==> config.mk <==
export PLATFORM = sky130hd
export DESIGN_NAME = synthesizer
export DESIGN_NICKNAME = d
export VERILOG_FILES = /design/src/synth_pkg.sv /design/src/midi_parser.sv /design/src/patch_regs.sv /design/src/reg_bus_arbiter.sv /design/src/synthesizer.sv /design/src/voice_allocator.sv /design/src/voice_engine.sv
export VERILOG_INCLUDE_DIRS = /design/src
export SDC_FILE = /design/constraint.sdc
export NUM_CORES = 2
export LEC_CHECK = 0
export ABC_AREA = 1
export CAP_MARGIN = 15
export CORE_AREA = 4 4 321 323
export DETAILED_ROUTE_END_ITERATION = 12
export DIE_AREA = 0 0 325 327
export DONT_BUFFER_PORTS = 1
export GPL_TIMING_DRIVEN = 0
export PLACE_DENSITY_LB_ADDON = 0.12
export SKIP_CTS_REPAIR_TIMING = 1
export SYNTH_ARGS = -nofsm -noshare
export SYNTH_HDL_FRONTEND = slang
export SYNTH_HIERARCHICAL = 1
export SYNTH_SLANG_ARGS = --single-unit
export TNS_END_PERCENT = 5
==> constraint.sdc <==
create_clock -name reg_clk -period 12.21 [get_ports reg_clk]
set_clock_uncertainty 0.15 [all_clocks]
set_input_delay 0.6105 -clock reg_clk [delete_from_list [all_inputs] [get_ports reg_clk]]
set_output_delay 0.6105 -clock reg_clk [all_outputs]
set_load 0.02 [all_outputs]
==> src/synth_cfg.svh <==
/*
 * build-time constants for the tone generator
 * voice count, audio and phase widths, patch address width
 */
`ifndef SYNTH_CFG_SVH
`define SYNTH_CFG_SVH

`define SYN_VOICES      8   // polyphony
`define SYN_V_WIDTH     3   // voice index bits
`define SYN_AUD_BITS    24  // output sample width
`define SYN_PHASE_BITS  16  // per-voice accumulator
`define SYN_PHASE_SHIFT 6   // key number << this = phase increment

// patch bus
`define SYN_ADDR_BITS   7

`endif

==> src/synth_pkg.sv <==
/*
 * shared types: note events, patch-bus requests, live patch,
 * wave select and the parser / engine state encodings
 */
`include "synth_cfg.svh"

package synth_pkg;

    // one note message, parser -> allocator
    typedef struct packed {
        logic       on;
        logic [6:0] key;
        logic [6:0] vel;
    } note_evt_t;

    // one patch-bus access (cpu, sysex, granted)
    typedef struct packed {
        logic                      write;
        logic                      read;
        logic [`SYN_ADDR_BITS-1:0] addr;
        logic [7:0]                data;
    } reg_req_t;

    typedef enum logic [0:0] {
        WAVE_SQUARE = 1'b0,
        WAVE_SAW    = 1'b1
    } wave_t;

    // live patch, register file -> engine and parser
    typedef struct packed {
        wave_t      wave;
        logic [7:0] level;
        logic [7:0] left_gain;
        logic [7:0] right_gain;
        logic [3:0] midi_ch;
    } patch_t;

    typedef enum logic [2:0] {
        MS_IDLE,
        MS_KEY,       // waiting for key byte, also running status
        MS_VEL,
        MS_SYX_ADDR,
        MS_SYX_DATA,
        MS_SYX_END    // only F7 accepted here
    } midi_state_t;

    typedef enum logic [1:0] {
        ES_IDLE,
        ES_VOICE,
        ES_OUT
    } eng_state_t;

endpackage

==> src/midi_parser.sv <==
/*
 * MIDI byte FSM: channel note-on / note-off with running status,
 * plus F0 addr data F7 sysex that issues one patch write
 */
`timescale 1ns/1ps
`include "synth_cfg.svh"

module midi_parser (
    input  logic                 reg_clk,
    input  logic                 arst_n,
    input  logic [7:0]           midi_byte,
    input  logic                 midi_valid,
    input  logic [3:0]           midi_ch,
    output synth_pkg::note_evt_t note,
    output logic                 note_valid,
    output synth_pkg::reg_req_t  syx_req,
    output logic                 syx_valid
);

    synth_pkg::midi_state_t state;

    logic       is_rt;      // F8..FF realtime, passes through untouched
    logic       is_status;
    logic       ch_note;    // 8n / 9n for our channel
    logic       run_on;     // 1 = note-on status is running
    logic [6:0] key_r;
    logic [6:0] sx_addr;
    logic [7:0] sx_data;

    assign is_rt     = (midi_byte[7:3] == 5'b11111);
    assign is_status = midi_byte[7] & ~is_rt;
    assign ch_note   = (midi_byte[7:5] == 3'b100) && (midi_byte[3:0] == midi_ch);

    // sysex always writes, never reads
    assign syx_req = '{write: 1'b1, read: 1'b0, addr: sx_addr, data: sx_data};

    ////////////////////
    // control
    always_ff @(posedge reg_clk or negedge arst_n) begin
        if (!arst_n) begin
            state      <= synth_pkg::MS_IDLE;
            note_valid <= 1'b0;
            syx_valid  <= 1'b0;
        end else begin
            note_valid <= 1'b0;   // strobes
            syx_valid  <= 1'b0;
            if (midi_valid && is_status) begin
                if (ch_note) begin
                    state <= synth_pkg::MS_KEY;
                end else if (midi_byte == 8'hF0) begin
                    state <= synth_pkg::MS_SYX_ADDR;
                end else begin
                    // F7 only counts after addr and data, anything else drops status
                    if (midi_byte == 8'hF7 && state == synth_pkg::MS_SYX_END)
                        syx_valid <= 1'b1;
                    state <= synth_pkg::MS_IDLE;
                end
            end else if (midi_valid && !midi_byte[7]) begin
                case (state)
                    synth_pkg::MS_KEY:      state <= synth_pkg::MS_VEL;
                    synth_pkg::MS_VEL: begin
                        note_valid <= 1'b1;
                        state      <= synth_pkg::MS_KEY;  // running status
                    end
                    synth_pkg::MS_SYX_ADDR: state <= synth_pkg::MS_SYX_DATA;
                    synth_pkg::MS_SYX_DATA: state <= synth_pkg::MS_SYX_END;
                    default:                state <= synth_pkg::MS_IDLE; // stray / overlong
                endcase
            end
        end
    end

    ////////////////////
    // payload capture
    always_ff @(posedge reg_clk) begin
        if (midi_valid) begin
            if (ch_note)
                run_on <= midi_byte[4];   // 9n sets, 8n clears
            if (!midi_byte[7]) begin
                case (state)
                    synth_pkg::MS_KEY: key_r <= midi_byte[6:0];
                    synth_pkg::MS_VEL: begin
                        note.on  <= run_on & (|midi_byte[6:0]);  // vel 0 = off
                        note.key <= key_r;
                        note.vel <= midi_byte[6:0];
                    end
                    synth_pkg::MS_SYX_ADDR: sx_addr <= midi_byte[6:0];
                    synth_pkg::MS_SYX_DATA: sx_data <= {1'b0, midi_byte[6:0]};
                    default: ;
                endcase
            end
        end
    end

endmodule

==> src/patch_regs.sv <==
/*
 * patch register file, write decode and registered read-back
 * map: 0 wave, 1 level, 2 left_gain, 3 right_gain, 4 midi_ch
 */
`timescale 1ns/1ps
`include "synth_cfg.svh"

module patch_regs (
    input  logic                reg_clk,
    input  logic                arst_n,
    input  synth_pkg::reg_req_t bus_req,
    input  logic                bus_valid,
    output logic [7:0]          readdata,
    output synth_pkg::patch_t   patch
);

    localparam logic [`SYN_ADDR_BITS-1:0] ADDR_WAVE  = 'd0;
    localparam logic [`SYN_ADDR_BITS-1:0] ADDR_LEVEL = 'd1;
    localparam logic [`SYN_ADDR_BITS-1:0] ADDR_LGAIN = 'd2;
    localparam logic [`SYN_ADDR_BITS-1:0] ADDR_RGAIN = 'd3;
    localparam logic [`SYN_ADDR_BITS-1:0] ADDR_CH    = 'd4;

    logic [7:0] rd_mux;

    always_comb begin
        case (bus_req.addr)
            ADDR_WAVE:  rd_mux = {7'd0, patch.wave};
            ADDR_LEVEL: rd_mux = patch.level;
            ADDR_LGAIN: rd_mux = patch.left_gain;
            ADDR_RGAIN: rd_mux = patch.right_gain;
            ADDR_CH:    rd_mux = {4'd0, patch.midi_ch};
            default:    rd_mux = 8'd0;   // unmapped
        endcase
    end

    always_ff @(posedge reg_clk or negedge arst_n) begin
        if (!arst_n) begin
            patch.wave       <= synth_pkg::WAVE_SQUARE;
            patch.level      <= 8'h80;
            patch.left_gain  <= 8'hFF;
            patch.right_gain <= 8'hFF;
            patch.midi_ch    <= 4'd0;
            readdata         <= 8'd0;
        end else if (bus_valid) begin
            if (bus_req.read)
                readdata <= rd_mux;    // held until next read
            if (bus_req.write) begin
                case (bus_req.addr)
                    ADDR_WAVE:  patch.wave       <= synth_pkg::wave_t'(bus_req.data[0]);
                    ADDR_LEVEL: patch.level      <= bus_req.data;
                    ADDR_LGAIN: patch.left_gain  <= bus_req.data;
                    ADDR_RGAIN: patch.right_gain <= bus_req.data;
                    ADDR_CH:    patch.midi_ch    <= bus_req.data[3:0];
                    default: ;               // writes outside the map dropped
                endcase
            end
        end
    end

endmodule

==> src/reg_bus_arbiter.sv <==
/*
 * patch bus arbiter, cpu over sysex
 * a colliding sysex write waits one cycle in a single pending entry
 */
`timescale 1ns/1ps
`include "synth_cfg.svh"

module reg_bus_arbiter (
    input  logic                reg_clk,
    input  logic                arst_n,
    input  synth_pkg::reg_req_t cpu_req,
    input  synth_pkg::reg_req_t syx_req,
    input  logic                syx_valid,
    output synth_pkg::reg_req_t bus_req,
    output logic                bus_valid
);

    synth_pkg::reg_req_t pend_req;
    logic                pend_valid;
    logic                cpu_valid;
    logic                grant_cpu;
    logic                grant_syx;   // pending or fresh sysex

    assign cpu_valid = cpu_req.write | cpu_req.read;
    assign grant_cpu = cpu_valid;
    assign grant_syx = ~cpu_valid & (pend_valid | syx_valid);
    assign bus_valid = grant_cpu | grant_syx;

    // grant mux, pending entry goes before a fresh sysex
    always_comb begin
        if (grant_cpu)
            bus_req = cpu_req;
        else if (pend_valid)
            bus_req = pend_req;
        else if (syx_valid)
            bus_req = syx_req;
        else
            bus_req = '0;
    end

    always_ff @(posedge reg_clk or negedge arst_n) begin
        if (!arst_n)
            pend_valid <= 1'b0;
        else if (cpu_valid && syx_valid)
            pend_valid <= 1'b1;       // collision, park it
        else if (grant_syx)
            pend_valid <= 1'b0;       // drained (or never set)
    end

    always_ff @(posedge reg_clk) begin
        if (cpu_valid && syx_valid)
            pend_req <= syx_req;
    end

endmodule

==> src/synthesizer.sv <==
/*
 * tone generator top: parser, allocator, bus arbiter,
 * patch registers and voice engine
 */
`timescale 1ns/1ps
`include "synth_cfg.svh"

module synthesizer (
    input  logic                      reg_clk,
    input  logic                      arst_n,
    input  logic [7:0]                midi_byte,
    input  logic                      midi_valid,
    input  logic                      cpu_write,
    input  logic                      cpu_read,
    input  logic [`SYN_ADDR_BITS-1:0] address,
    input  logic [7:0]                cpu_writedata,
    input  logic                      trig,
    output logic [7:0]                cpu_readdata,
    output logic [`SYN_VOICES-1:0]    keys_on,
    output logic [`SYN_V_WIDTH:0]     active_keys,
    output logic [`SYN_AUD_BITS-1:0]  lsound_out,
    output logic [`SYN_AUD_BITS-1:0]  rsound_out,
    output logic                      frame_done
);

    synth_pkg::note_evt_t               note;
    synth_pkg::reg_req_t                cpu_req, syx_req, bus_req;
    synth_pkg::patch_t                  patch;
    logic                               note_valid, syx_valid, bus_valid;
    logic [`SYN_VOICES-1:0][6:0]        key_tab, vel_tab;

    // cpu strobes as one bus request
    assign cpu_req = '{write: cpu_write, read: cpu_read, addr: address, data: cpu_writedata};

    midi_parser u_parser (
        .reg_clk, .arst_n, .midi_byte, .midi_valid,
        .midi_ch (patch.midi_ch),                 // channel filter from patch
        .note, .note_valid, .syx_req, .syx_valid
    );

    voice_allocator u_alloc (
        .reg_clk, .arst_n, .note, .note_valid,
        .keys_on, .active_keys, .key_tab, .vel_tab
    );

    reg_bus_arbiter u_arb (
        .reg_clk, .arst_n, .cpu_req, .syx_req, .syx_valid, .bus_req, .bus_valid
    );

    patch_regs u_regs (
        .reg_clk, .arst_n, .bus_req, .bus_valid,
        .readdata (cpu_readdata), .patch
    );

    voice_engine u_engine (
        .reg_clk, .arst_n, .trig, .keys_on, .key_tab, .vel_tab, .patch,
        .lsound_out, .rsound_out, .frame_done
    );

endmodule

==> src/voice_allocator.sv <==
/*
 * note-to-voice table: lowest free voice on note-on, match on note-off,
 * keys_on bitmap and registered active-key count
 */
`timescale 1ns/1ps
`include "synth_cfg.svh"

module voice_allocator (
    input  logic                                reg_clk,
    input  logic                                arst_n,
    input  synth_pkg::note_evt_t                note,
    input  logic                                note_valid,
    output logic [`SYN_VOICES-1:0]              keys_on,
    output logic [`SYN_V_WIDTH:0]               active_keys,
    output logic [`SYN_VOICES-1:0][6:0]         key_tab,
    output logic [`SYN_VOICES-1:0][6:0]         vel_tab
);

    typedef logic [`SYN_V_WIDTH-1:0] vidx_t;

    vidx_t free_idx;
    vidx_t hit_idx;
    logic  any_free;
    logic  hit;       // key already held by some voice
    logic  do_on;
    logic  do_off;

    // scan high to low so the last match is the lowest voice
    always_comb begin
        free_idx = '0;
        hit_idx  = '0;
        any_free = 1'b0;
        hit      = 1'b0;
        for (int i = `SYN_VOICES - 1; i >= 0; i--) begin
            if (!keys_on[i]) begin
                free_idx = vidx_t'(i);
                any_free = 1'b1;
            end
            if (keys_on[i] && key_tab[i] == note.key) begin
                hit_idx = vidx_t'(i);
                hit     = 1'b1;
            end
        end
    end

    assign do_on  = note_valid &  note.on & any_free & ~hit;   // full or duplicate -> drop
    assign do_off = note_valid & ~note.on & hit;

    always_ff @(posedge reg_clk or negedge arst_n) begin
        if (!arst_n) begin
            keys_on     <= '0;
            active_keys <= '0;
        end else if (do_on) begin
            keys_on[free_idx] <= 1'b1;
            active_keys       <= active_keys + 1'b1;
        end else if (do_off) begin
            keys_on[hit_idx] <= 1'b0;
            active_keys      <= active_keys - 1'b1;
        end
    end

    // tables only meaningful where keys_on is set
    always_ff @(posedge reg_clk) begin
        if (do_on) begin
            key_tab[free_idx] <= note.key;
            vel_tab[free_idx] <= note.vel;
        end
    end

endmodule

==> src/voice_engine.sv <==
/*
 * time-multiplexed voice engine: one voice per cycle after trig,
 * square / saw oscillator, velocity x level, mix, L/R gain
 */
`timescale 1ns/1ps
`include "synth_cfg.svh"

module voice_engine (
    input  logic                        reg_clk,
    input  logic                        arst_n,
    input  logic                        trig,
    input  logic [`SYN_VOICES-1:0]      keys_on,
    input  logic [`SYN_VOICES-1:0][6:0] key_tab,
    input  logic [`SYN_VOICES-1:0][6:0] vel_tab,
    input  synth_pkg::patch_t           patch,
    output logic [`SYN_AUD_BITS-1:0]    lsound_out,
    output logic [`SYN_AUD_BITS-1:0]    rsound_out,
    output logic                        frame_done
);

    localparam int PB = `SYN_PHASE_BITS;
    localparam int AB = `SYN_AUD_BITS;

    synth_pkg::eng_state_t state;

    logic [`SYN_V_WIDTH-1:0] vidx;                  // voice being visited
    logic [PB-1:0]           phase [`SYN_VOICES];
    logic signed [AB-1:0]    mix;

    logic [PB-1:0]           cur_phase;
    logic [PB-1:0]           inc;
    logic [14:0]             amp;                   // vel (7b) x level (8b)
    logic signed [15:0]      amp_s;
    logic signed [23:0]      saw_prod;
    logic signed [AB-1:0]    sq;
    logic signed [AB-1:0]    saw;
    logic signed [AB-1:0]    raw;
    logic signed [AB+8:0]    l_prod;
    logic signed [AB+8:0]    r_prod;

    ////////////////////
    // oscillator for the current voice
    always_comb begin
        cur_phase = phase[vidx];
        inc       = key_tab[vidx];                  // zero-extend first
        inc       = inc << `SYN_PHASE_SHIFT;
        amp       = 15'(vel_tab[vidx]) * 15'(patch.level);
        amp_s     = signed'({1'b0, amp});
        saw_prod  = amp_s * signed'(cur_phase[PB-1 -: 8]);
        sq        = amp_s;                          // sign-extended
        saw       = saw_prod >>> 7;
        if (!keys_on[vidx])
            raw = '0;
        else if (patch.wave == synth_pkg::WAVE_SAW)
            raw = saw;
        else
            raw = cur_phase[PB-1] ? -sq : sq;       // top bit picks half-cycle
    end

    // output gain, >>8 by taking the upper slice
    assign l_prod = mix * signed'({1'b0, patch.left_gain});
    assign r_prod = mix * signed'({1'b0, patch.right_gain});

    ////////////////////
    // frame sequencer
    always_ff @(posedge reg_clk or negedge arst_n) begin
        if (!arst_n) begin
            state      <= synth_pkg::ES_IDLE;
            vidx       <= '0;
            mix        <= '0;
            lsound_out <= '0;
            rsound_out <= '0;
            frame_done <= 1'b0;
            for (int i = 0; i < `SYN_VOICES; i++)
                phase[i] <= '0;
        end else begin
            frame_done <= 1'b0;
            case (state)
                synth_pkg::ES_IDLE: begin
                    if (trig) begin                 // trig ignored elsewhere
                        state <= synth_pkg::ES_VOICE;
                        vidx  <= '0;
                        mix   <= '0;
                    end
                end
                synth_pkg::ES_VOICE: begin
                    mix <= mix + raw;
                    if (keys_on[vidx])
                        phase[vidx] <= cur_phase + inc;
                    else
                        phase[vidx] <= '0;          // idle voice restarts at 0
                    vidx <= vidx + 1'b1;
                    if (vidx == `SYN_V_WIDTH'(`SYN_VOICES - 1))
                        state <= synth_pkg::ES_OUT;
                end
                synth_pkg::ES_OUT: begin
                    lsound_out <= l_prod[AB+7:8];
                    rsound_out <= r_prod[AB+7:8];
                    frame_done <= 1'b1;
                    state      <= synth_pkg::ES_IDLE;
                end
                default: state <= synth_pkg::ES_IDLE;
            endcase
        end
    end

endmodule
Word-level counts from Yosys, hierarchy flattened
Index checks and enable logic that the tools add are counted.
{"block": "word_totals", "ff_bits": 424, "latchBits": 0, "mem_bits_rw": 0, "romBits": 0, "out_inout_bits": 69, "n_memories": 0}
{"block": "classes", "addsub": 6, "multipliers": 4, "n_div": 0, "magnitude_cmp": 7, "eq_ne": 27, "n_shift": 0, "mux": 86, "bitwise_logic": 22, "n_reduce_logical": 37}
{"operator": "128-bit AND", "n": 1}
{"operator": "128-bit bitwise mux", "n": 1}
{"operator": "128-bit 2-to-1 mux", "n": 1}
{"operator": "128-bit NOT", "n": 1}
{"operator": "56-bit bitwise mux", "n": 2}
{"operator": "24-bit 2-to-1 mux", "n": 4}
{"operator": "24-bit by 9-bit multiplier with 32-bit output", "n": 2}
{"operator": "3-bit 2-to-1 mux", "n": 20}
{"operator": "7-bit == test", "n": 8}
{"operator": "17-bit 2-to-1 mux", "n": 3}
{"operator": "16-bit binary-select mux with 3-bit select", "n": 1}
{"operator": "16-bit demux with 3-bit select", "n": 1}
{"operator": "16-bit 2-to-1 mux", "n": 3}
{"operator": "24-bit one-hot mux with 2 select lines", "n": 1}
{"operator": "7-bit binary-select mux with 3-bit select", "n": 2}
{"operator": "8-bit one-hot mux with 5 select lines", "n": 1}
{"operator": "1-bit 2-to-1 mux", "n": 29}
{"operator": "3-bit AND reduction", "n": 9}
{"operator": "24-bit adder", "n": 1}
{"operator": "16-bit by 8-bit multiplier with 24-bit output", "n": 1}
{"operator": "15-bit negation with 24-bit output", "n": 1}
{"operator": "7-bit demux with 3-bit select", "n": 1}
{"operator": "7-bit 2-to-1 mux", "n": 3}
{"operator": "16-bit by 13-bit adder with 16-bit output", "n": 1}
{"operator": "43 further kinds", "n": 91}

Longest topological paths before layout
{"block": "depth", "ltp_word": 18, "mapped_depth": 60, "depth_no_buf": 58}

Modules after synthesis
The synthesis kept the hierarchy.
{"mod": "voice_engine", "n_inst": 1, "cells_per_inst": 3959, "area_per_inst_um2": 28676.3, "seq_area_each_um2": 3953.8}
{"mod": "voice_allocator", "n_inst": 1, "cells_per_inst": 518, "area_per_inst_um2": 5502.8, "seq_area_each_um2": 3663.5}
{"mod": "patch_regs", "n_inst": 1, "cells_per_inst": 224, "area_per_inst_um2": 1873.0, "seq_area_each_um2": 947.2}
{"mod": "midi_parser", "n_inst": 1, "cells_per_inst": 112, "area_per_inst_um2": 1577.8, "seq_area_each_um2": 1236.2}
{"mod": "reg_bus_arbiter", "n_inst": 1, "cells_per_inst": 151, "area_per_inst_um2": 1116.1, "seq_area_each_um2": 535.5}

Least setup slack after synthesis
OpenSTA, ideal clock, no wires.
{"block": "synth_path", "path_type": "reg-to-reg", "from": "register u_engine.vidx[0]", "to": "register u_engine.mix[20]", "setup_time_ns": 0.123, "arrival_time_ns": 9.912, "t_required_ns": 11.937, "setup_slack_ns": 2.025, "path_stages_with_launch": 57, "path_cell_list": "dfrtp_1 -> buf_4 -> buf_2 -> nand2_1 -> inv_1 -> a22o_1 -> a221oi_1 -> nand2_1 -> inv_1 -> nor2_1 -> fa_1 -> inv_1 -> fa_1 -> inv_1 -> fa_1 -> inv_1 -> fa_1 -> inv_1 -> [21 not listed] -> inv_1 -> nor3_1 -> a21oi_1 -> o21ai_0 -> nand2_1 -> nand2_1 -> xor2_1 -> a21oi_1 -> ha_1 -> nand2_1 -> nor4_1 -> a21oi_1 -> o21ai_0 -> nand2_1 -> nand2_1 -> a21oi_1 -> o21ai_0 -> nand2_1"}
{"block": "synth_via", "elab_chain_len": 9}
{"item": "start: declaration", "line_no": "voice_engine.sv:26", "rtl": "logic [`SYN_V_WIDTH-1:0] vidx;"}
{"item": "start signal: assignment", "line_no": "voice_engine.sv:92", "rtl": "vidx <= vidx + 1'b1;"}
{"item": "branches (longest 6 deep; another with 16-bit by 8-bit multiplier with 24-bit output)"}
{"item": "24-bit 2-to-1 mux *", "line_no": "voice_engine.sv:52", "rtl": "if (!keys_on[vidx])"}
{"item": "24-bit adder *", "line_no": "voice_engine.sv:87", "rtl": "mix <= mix + raw;"}
{"item": "24-bit one-hot mux with 2 select lines *", "line_no": "voice_engine.sv:78", "rtl": "case (state)"}
{"item": "end signal: assignment", "line_no": "voice_engine.sv:87"}
{"item": "end: declaration", "line_no": "voice_engine.sv:28", "rtl": "logic signed [AB-1:0] mix;"}
Mark *: on every way between the ends. The select of a mux whose other input is x is not followed.
A chain may end at the register's enable or synchronous reset.

Worst setup path in the final report
{"block": "layout_path", "from": "register u_engine.vidx[2]", "to": "register u_engine.mix[16]"}
Same word-level chain as after synthesis.

==> results.py <==
metrics = {
    "synthesis": {
        "yosys_register_bits": 379,
        "synth_cell_types": 64,
        "synth_ff_type": "sky130_fd_sc_hd__dfrtp_1",
        "synthesis.instances": 4964,
        "synth-warning-count": 6,
        "synth-edff-count": 166,
        "postSynthAreaPerCell_um2": 7.81,
        "synthesis.area_um2": 38700,
        "sequential_cell_area_fraction_in_the_yosys_report_pct": 26.7,
        "postSynth.asyncResetShare_pct": 56.2,
    },
    "setup_path": {
        "critical_path.most_common_cell": "sky130_fd_sc_hd__inv_1",
        "slowest_stage": "sky130_fd_sc_hd__nor3_4",
        "type_of_origin_of_the_critical_path": "register",
        "worst-endpoint-required_ns": 12.51,
        "slowest_delay_ns": 0.67,
        "critical_path_arrival_ns": 11.75,
        "timing.critical_path.to_type": "register",
        "critical_path.max_fanout": 10,
        "classification_of_the_worst_setup_path": "reg -> reg",
    },
    "worst_hold_path": {
        "hp-class": "in -> async",
    },
    "timing": {
        "layout_worst_path_cycle_share_pct": 93.8,
        "timing_worst_slew_pin_value_ns": 1.17,
        "whs_ns": -0.0448,
        "period_needed_ns": 11.45,
        "final_hold_viol_count": 17,
        "setup_viol": 0,
        "max_freq_mhz": 87.3,
        "relSlewSlack_pct": 21.8,
        "timing_max_transition_violations_final": 0,
        "setup_slack_ns": 0.758,
    },
    "outcome": {
        "failed_checks": "hold timing",
        "status": "finished, violations left",
    },
    "finish": {
        "commonest_non_fill_non_tap_cell_in_the_layout": "sky130_fd_sc_hd__nand2_1",
        "post_route_cells_drive_above_1_share_pct": 5.96,
        "areaGrowthSynthToFinish_pct": 8.97,
        "antenna_cells_inserted": 0,
        "layout_common_cells": "1241 x sky130_fd_sc_hd__nand2_1, 1054 x sky130_fd_sc_hd__inv_1, 465 x sky130_fd_sc_hd__nor2_1, 403 x sky130_fd_sc_hd__fa_1, 241 x sky130_fd_sc_hd__ha_1",
        "layout.cell_area.non_filler_um2": 42200,
        "finalNetCount": 5704,
    },
    "floorplanning": {
        "fp.dieArea_um2": 106000,
        "io_pins": 98,
        "row_count": 116,
        "floorplan.initialDensity_pct": 38.8,
        "die_w_um": 325,
        "dieHeight_um": 327,
        "placeableCoreArea_um2": 99900,
    },
    "routing": {
        "postRouteAntennaNets": 0,
        "first_pass_iters": 7,
        "avgRoutedWirePerCell_um": 18.9,
        "detailroute.via_count": 32000,
        "drt_drc_violations_left": 0,
        "routed_via_density": 5.03,
        "detail_route.iter0.violations": 2389,
        "routed_wirelength_mm": 120,
    },
    "grt": {
        "grt_antenna_before_repair": 2,
        "globalRouteTotalUtil_pct": 22.6,
        "first_global_vias": 32500,
        "grt_total_ovfl": 0,
        "grt_start_max_net_pins": 214,
        "wire_length_of_the_first_global_routing_pass_mm": 189,
    },
    "place": {
        "postPlaceCellArea_um2": 40500,
        "portBuffers": 0,
        "place.detailed.hpwl_mm": 94.6,
        "dp_worst_setup_slack_ns": -0.318,
        "gp_congestion": 0.924,
    },
    "job": {
        "cap_viol_max_count": 0,
    },
    "clocking": {
        "cts_num_sinks": 379,
        "cts_buffers": 45,
        "root_buffer": "sky130_fd_sc_hd__clkbuf_16",
        "h-tree-depth": 2,
        "clkLatencyLatePin_ns": 0.61,
        "cts_buffer_depth": 3,
        "clk_transition_reported_paths_ns": 0.06,
        "clock_tree_from_tritoncts": "yes",
    },
}
## per-stage QoR
step,TNS [ns],instances,util (%),hold slack (ns)
6_report,0,6365,42.3,-0.0448
3_3_place_gp,-0.846,6263,40.4,0.175
3_5_place_dp,-0.844,6268,40.5,0.178
5_1_grt,-0.0140,6365,42.3,0.0391
4_1_cts,-1.12,6351,42.0,-0.494
2_1_floorplan,0,4965,-,0.165
## routing by layer
| metal | track usage [%] | share of wire (%) | up-vias |
|---|---|---|---|
| li1 | - | - | 15400 |
| met1 | 32.5 | 48 | 15800 |
| met2 | 36.9 | 46 | 734 |
| met3 | 2.43 | 5.0 | 137 |
| met4 | 4.68 | 1.9 | 2 |
| met5 | 0 | 0.010 | - |
## cell usage after synthesis, types with 11 or more instances
| master | instances | share of area, % |
|---|---|---|
| sky130_fd_sc_hd__buf_6 | 15 | 0.44 |
| sky130_fd_sc_hd__nor2_1 | 468 | 4.5 |
| sky130_fd_sc_hd__xor2_1 | 20 | 0.45 |
| sky130_fd_sc_hd__clkbuf_1 | 113 | 1.1 |
| sky130_fd_sc_hd__nand3b_1 | 11 | 0.21 |
| sky130_fd_sc_hd__nand4_1 | 33 | 0.53 |
| sky130_fd_sc_hd__nor2_2 | 11 | 0.18 |
| sky130_fd_sc_hd__a22oi_1 | 12 | 0.23 |
| sky130_fd_sc_hd__dfstp_2 | 17 | 1.2 |
| sky130_fd_sc_hd__nand2_2 | 18 | 0.29 |
| sky130_fd_sc_hd__a31oi_1 | 25 | 0.40 |
| sky130_fd_sc_hd__fa_1 | 403 | 21 |
| sky130_fd_sc_hd__buf_2 | 14 | 0.18 |
| sky130_fd_sc_hd__o21a_1 | 14 | 0.27 |
| sky130_fd_sc_hd__a221oi_1 | 28 | 0.63 |
| sky130_fd_sc_hd__ha_1 | 241 | 7.8 |
| sky130_fd_sc_hd__o21ai_0 | 188 | 2.4 |
| sky130_fd_sc_hd__a22o_1 | 14 | 0.32 |
| sky130_fd_sc_hd__o21ai_1 | 25 | 0.32 |
| sky130_fd_sc_hd__nand2_1 | 1248 | 12 |
| sky130_fd_sc_hd__nand3_1 | 137 | 1.8 |
| sky130_fd_sc_hd__inv_2 | 26 | 0.25 |
| sky130_fd_sc_hd__xnor2_1 | 41 | 0.93 |
| sky130_fd_sc_hd__a21oi_1 | 213 | 2.8 |
| sky130_fd_sc_hd__nor3_1 | 26 | 0.34 |
| sky130_fd_sc_hd__o22ai_1 | 30 | 0.48 |
| sky130_fd_sc_hd__or2_2 | 17 | 0.27 |
| sky130_fd_sc_hd__dfrtp_1 | 196 | 13 |
| sky130_fd_sc_hd__edfxtp_1 | 166 | 13 |
| sky130_fd_sc_hd__inv_1 | 1059 | 10 |
| sky130_fd_sc_hd__buf_4 | 12 | 0.23 |
## logic make-up after synthesis
family          synth area share (%)
compound gates                  9.01
xor+xnor                        1.42
fa+ha+maj                       28.6
buf+inv                         12.6
flops                           26.7
other cells                   0.0194
simple gates                    21.6
## worst max-delay path, delay by kind of cell, from the launching register on
kind                       cells  cell delay [ns]
adders and majority gates     11             5.01
AOI/OAI and AO/OA             15             2.49
buffers and inverters         12             1.60
and+or+nand+nor                9             1.43
DFF                            1             0.44
xor gates and xnor gates       1             0.16
## state kept, by name (all words and copies together) (netlist names), 15 cells and up
name	count
u_engine/phase	80
u_alloc/key_tab	56
u_alloc/vel_tab	56
u_regs/patch	29
u_engine/lsound_out	24
u_engine/mix	24
u_engine/rsound_out	24
u_arb/pend_req	17
u_parser/note	15
## cell type report
cell class / count / area (µm²)
fill: 10300 / 57600
sequential: 379 / 10300
clock buffer: 55 / 1200
inverter: 1094 / 4130
buffer: 158 / 785
multi-input combinational: 3334 / 23600
clock inverter: 28 / 251
tap: 1298 / 1620
timing repair buffer: 19 / 248
## path summary, 6_finish.rpt
path                                                   start                                 end  slack, ns  depth (start not counted)
worst max-delay path            u_engine/vidx[2]$_DFFE_PN0P_        u_engine/mix[16]$_DFFE_PN0P_       0.76                         48
worst min-delay path                                  arst_n  u_alloc/active_keys[0]$_DFFE_PN0P_      -0.04                          1
worst max register to register  u_engine/vidx[2]$_DFFE_PN0P_        u_engine/mix[16]$_DFFE_PN0P_       0.76                         48
worst min register to register   u_parser/key_r[3]$_DFFE_PP_         u_parser/note[10]$_DFFE_PP_       0.27                          0
max in group asynchronous                             arst_n        u_engine/vidx[1]$_DFFE_PN0P_      11.06                          1
min in group reg_clk                            midi_byte[3]        u_parser/syx_valid$_DFF_PN0_       0.02                          3
Power is not shown: default switching activity piles up to over one toggle a cycle in this logic, so the estimate is an artifact.
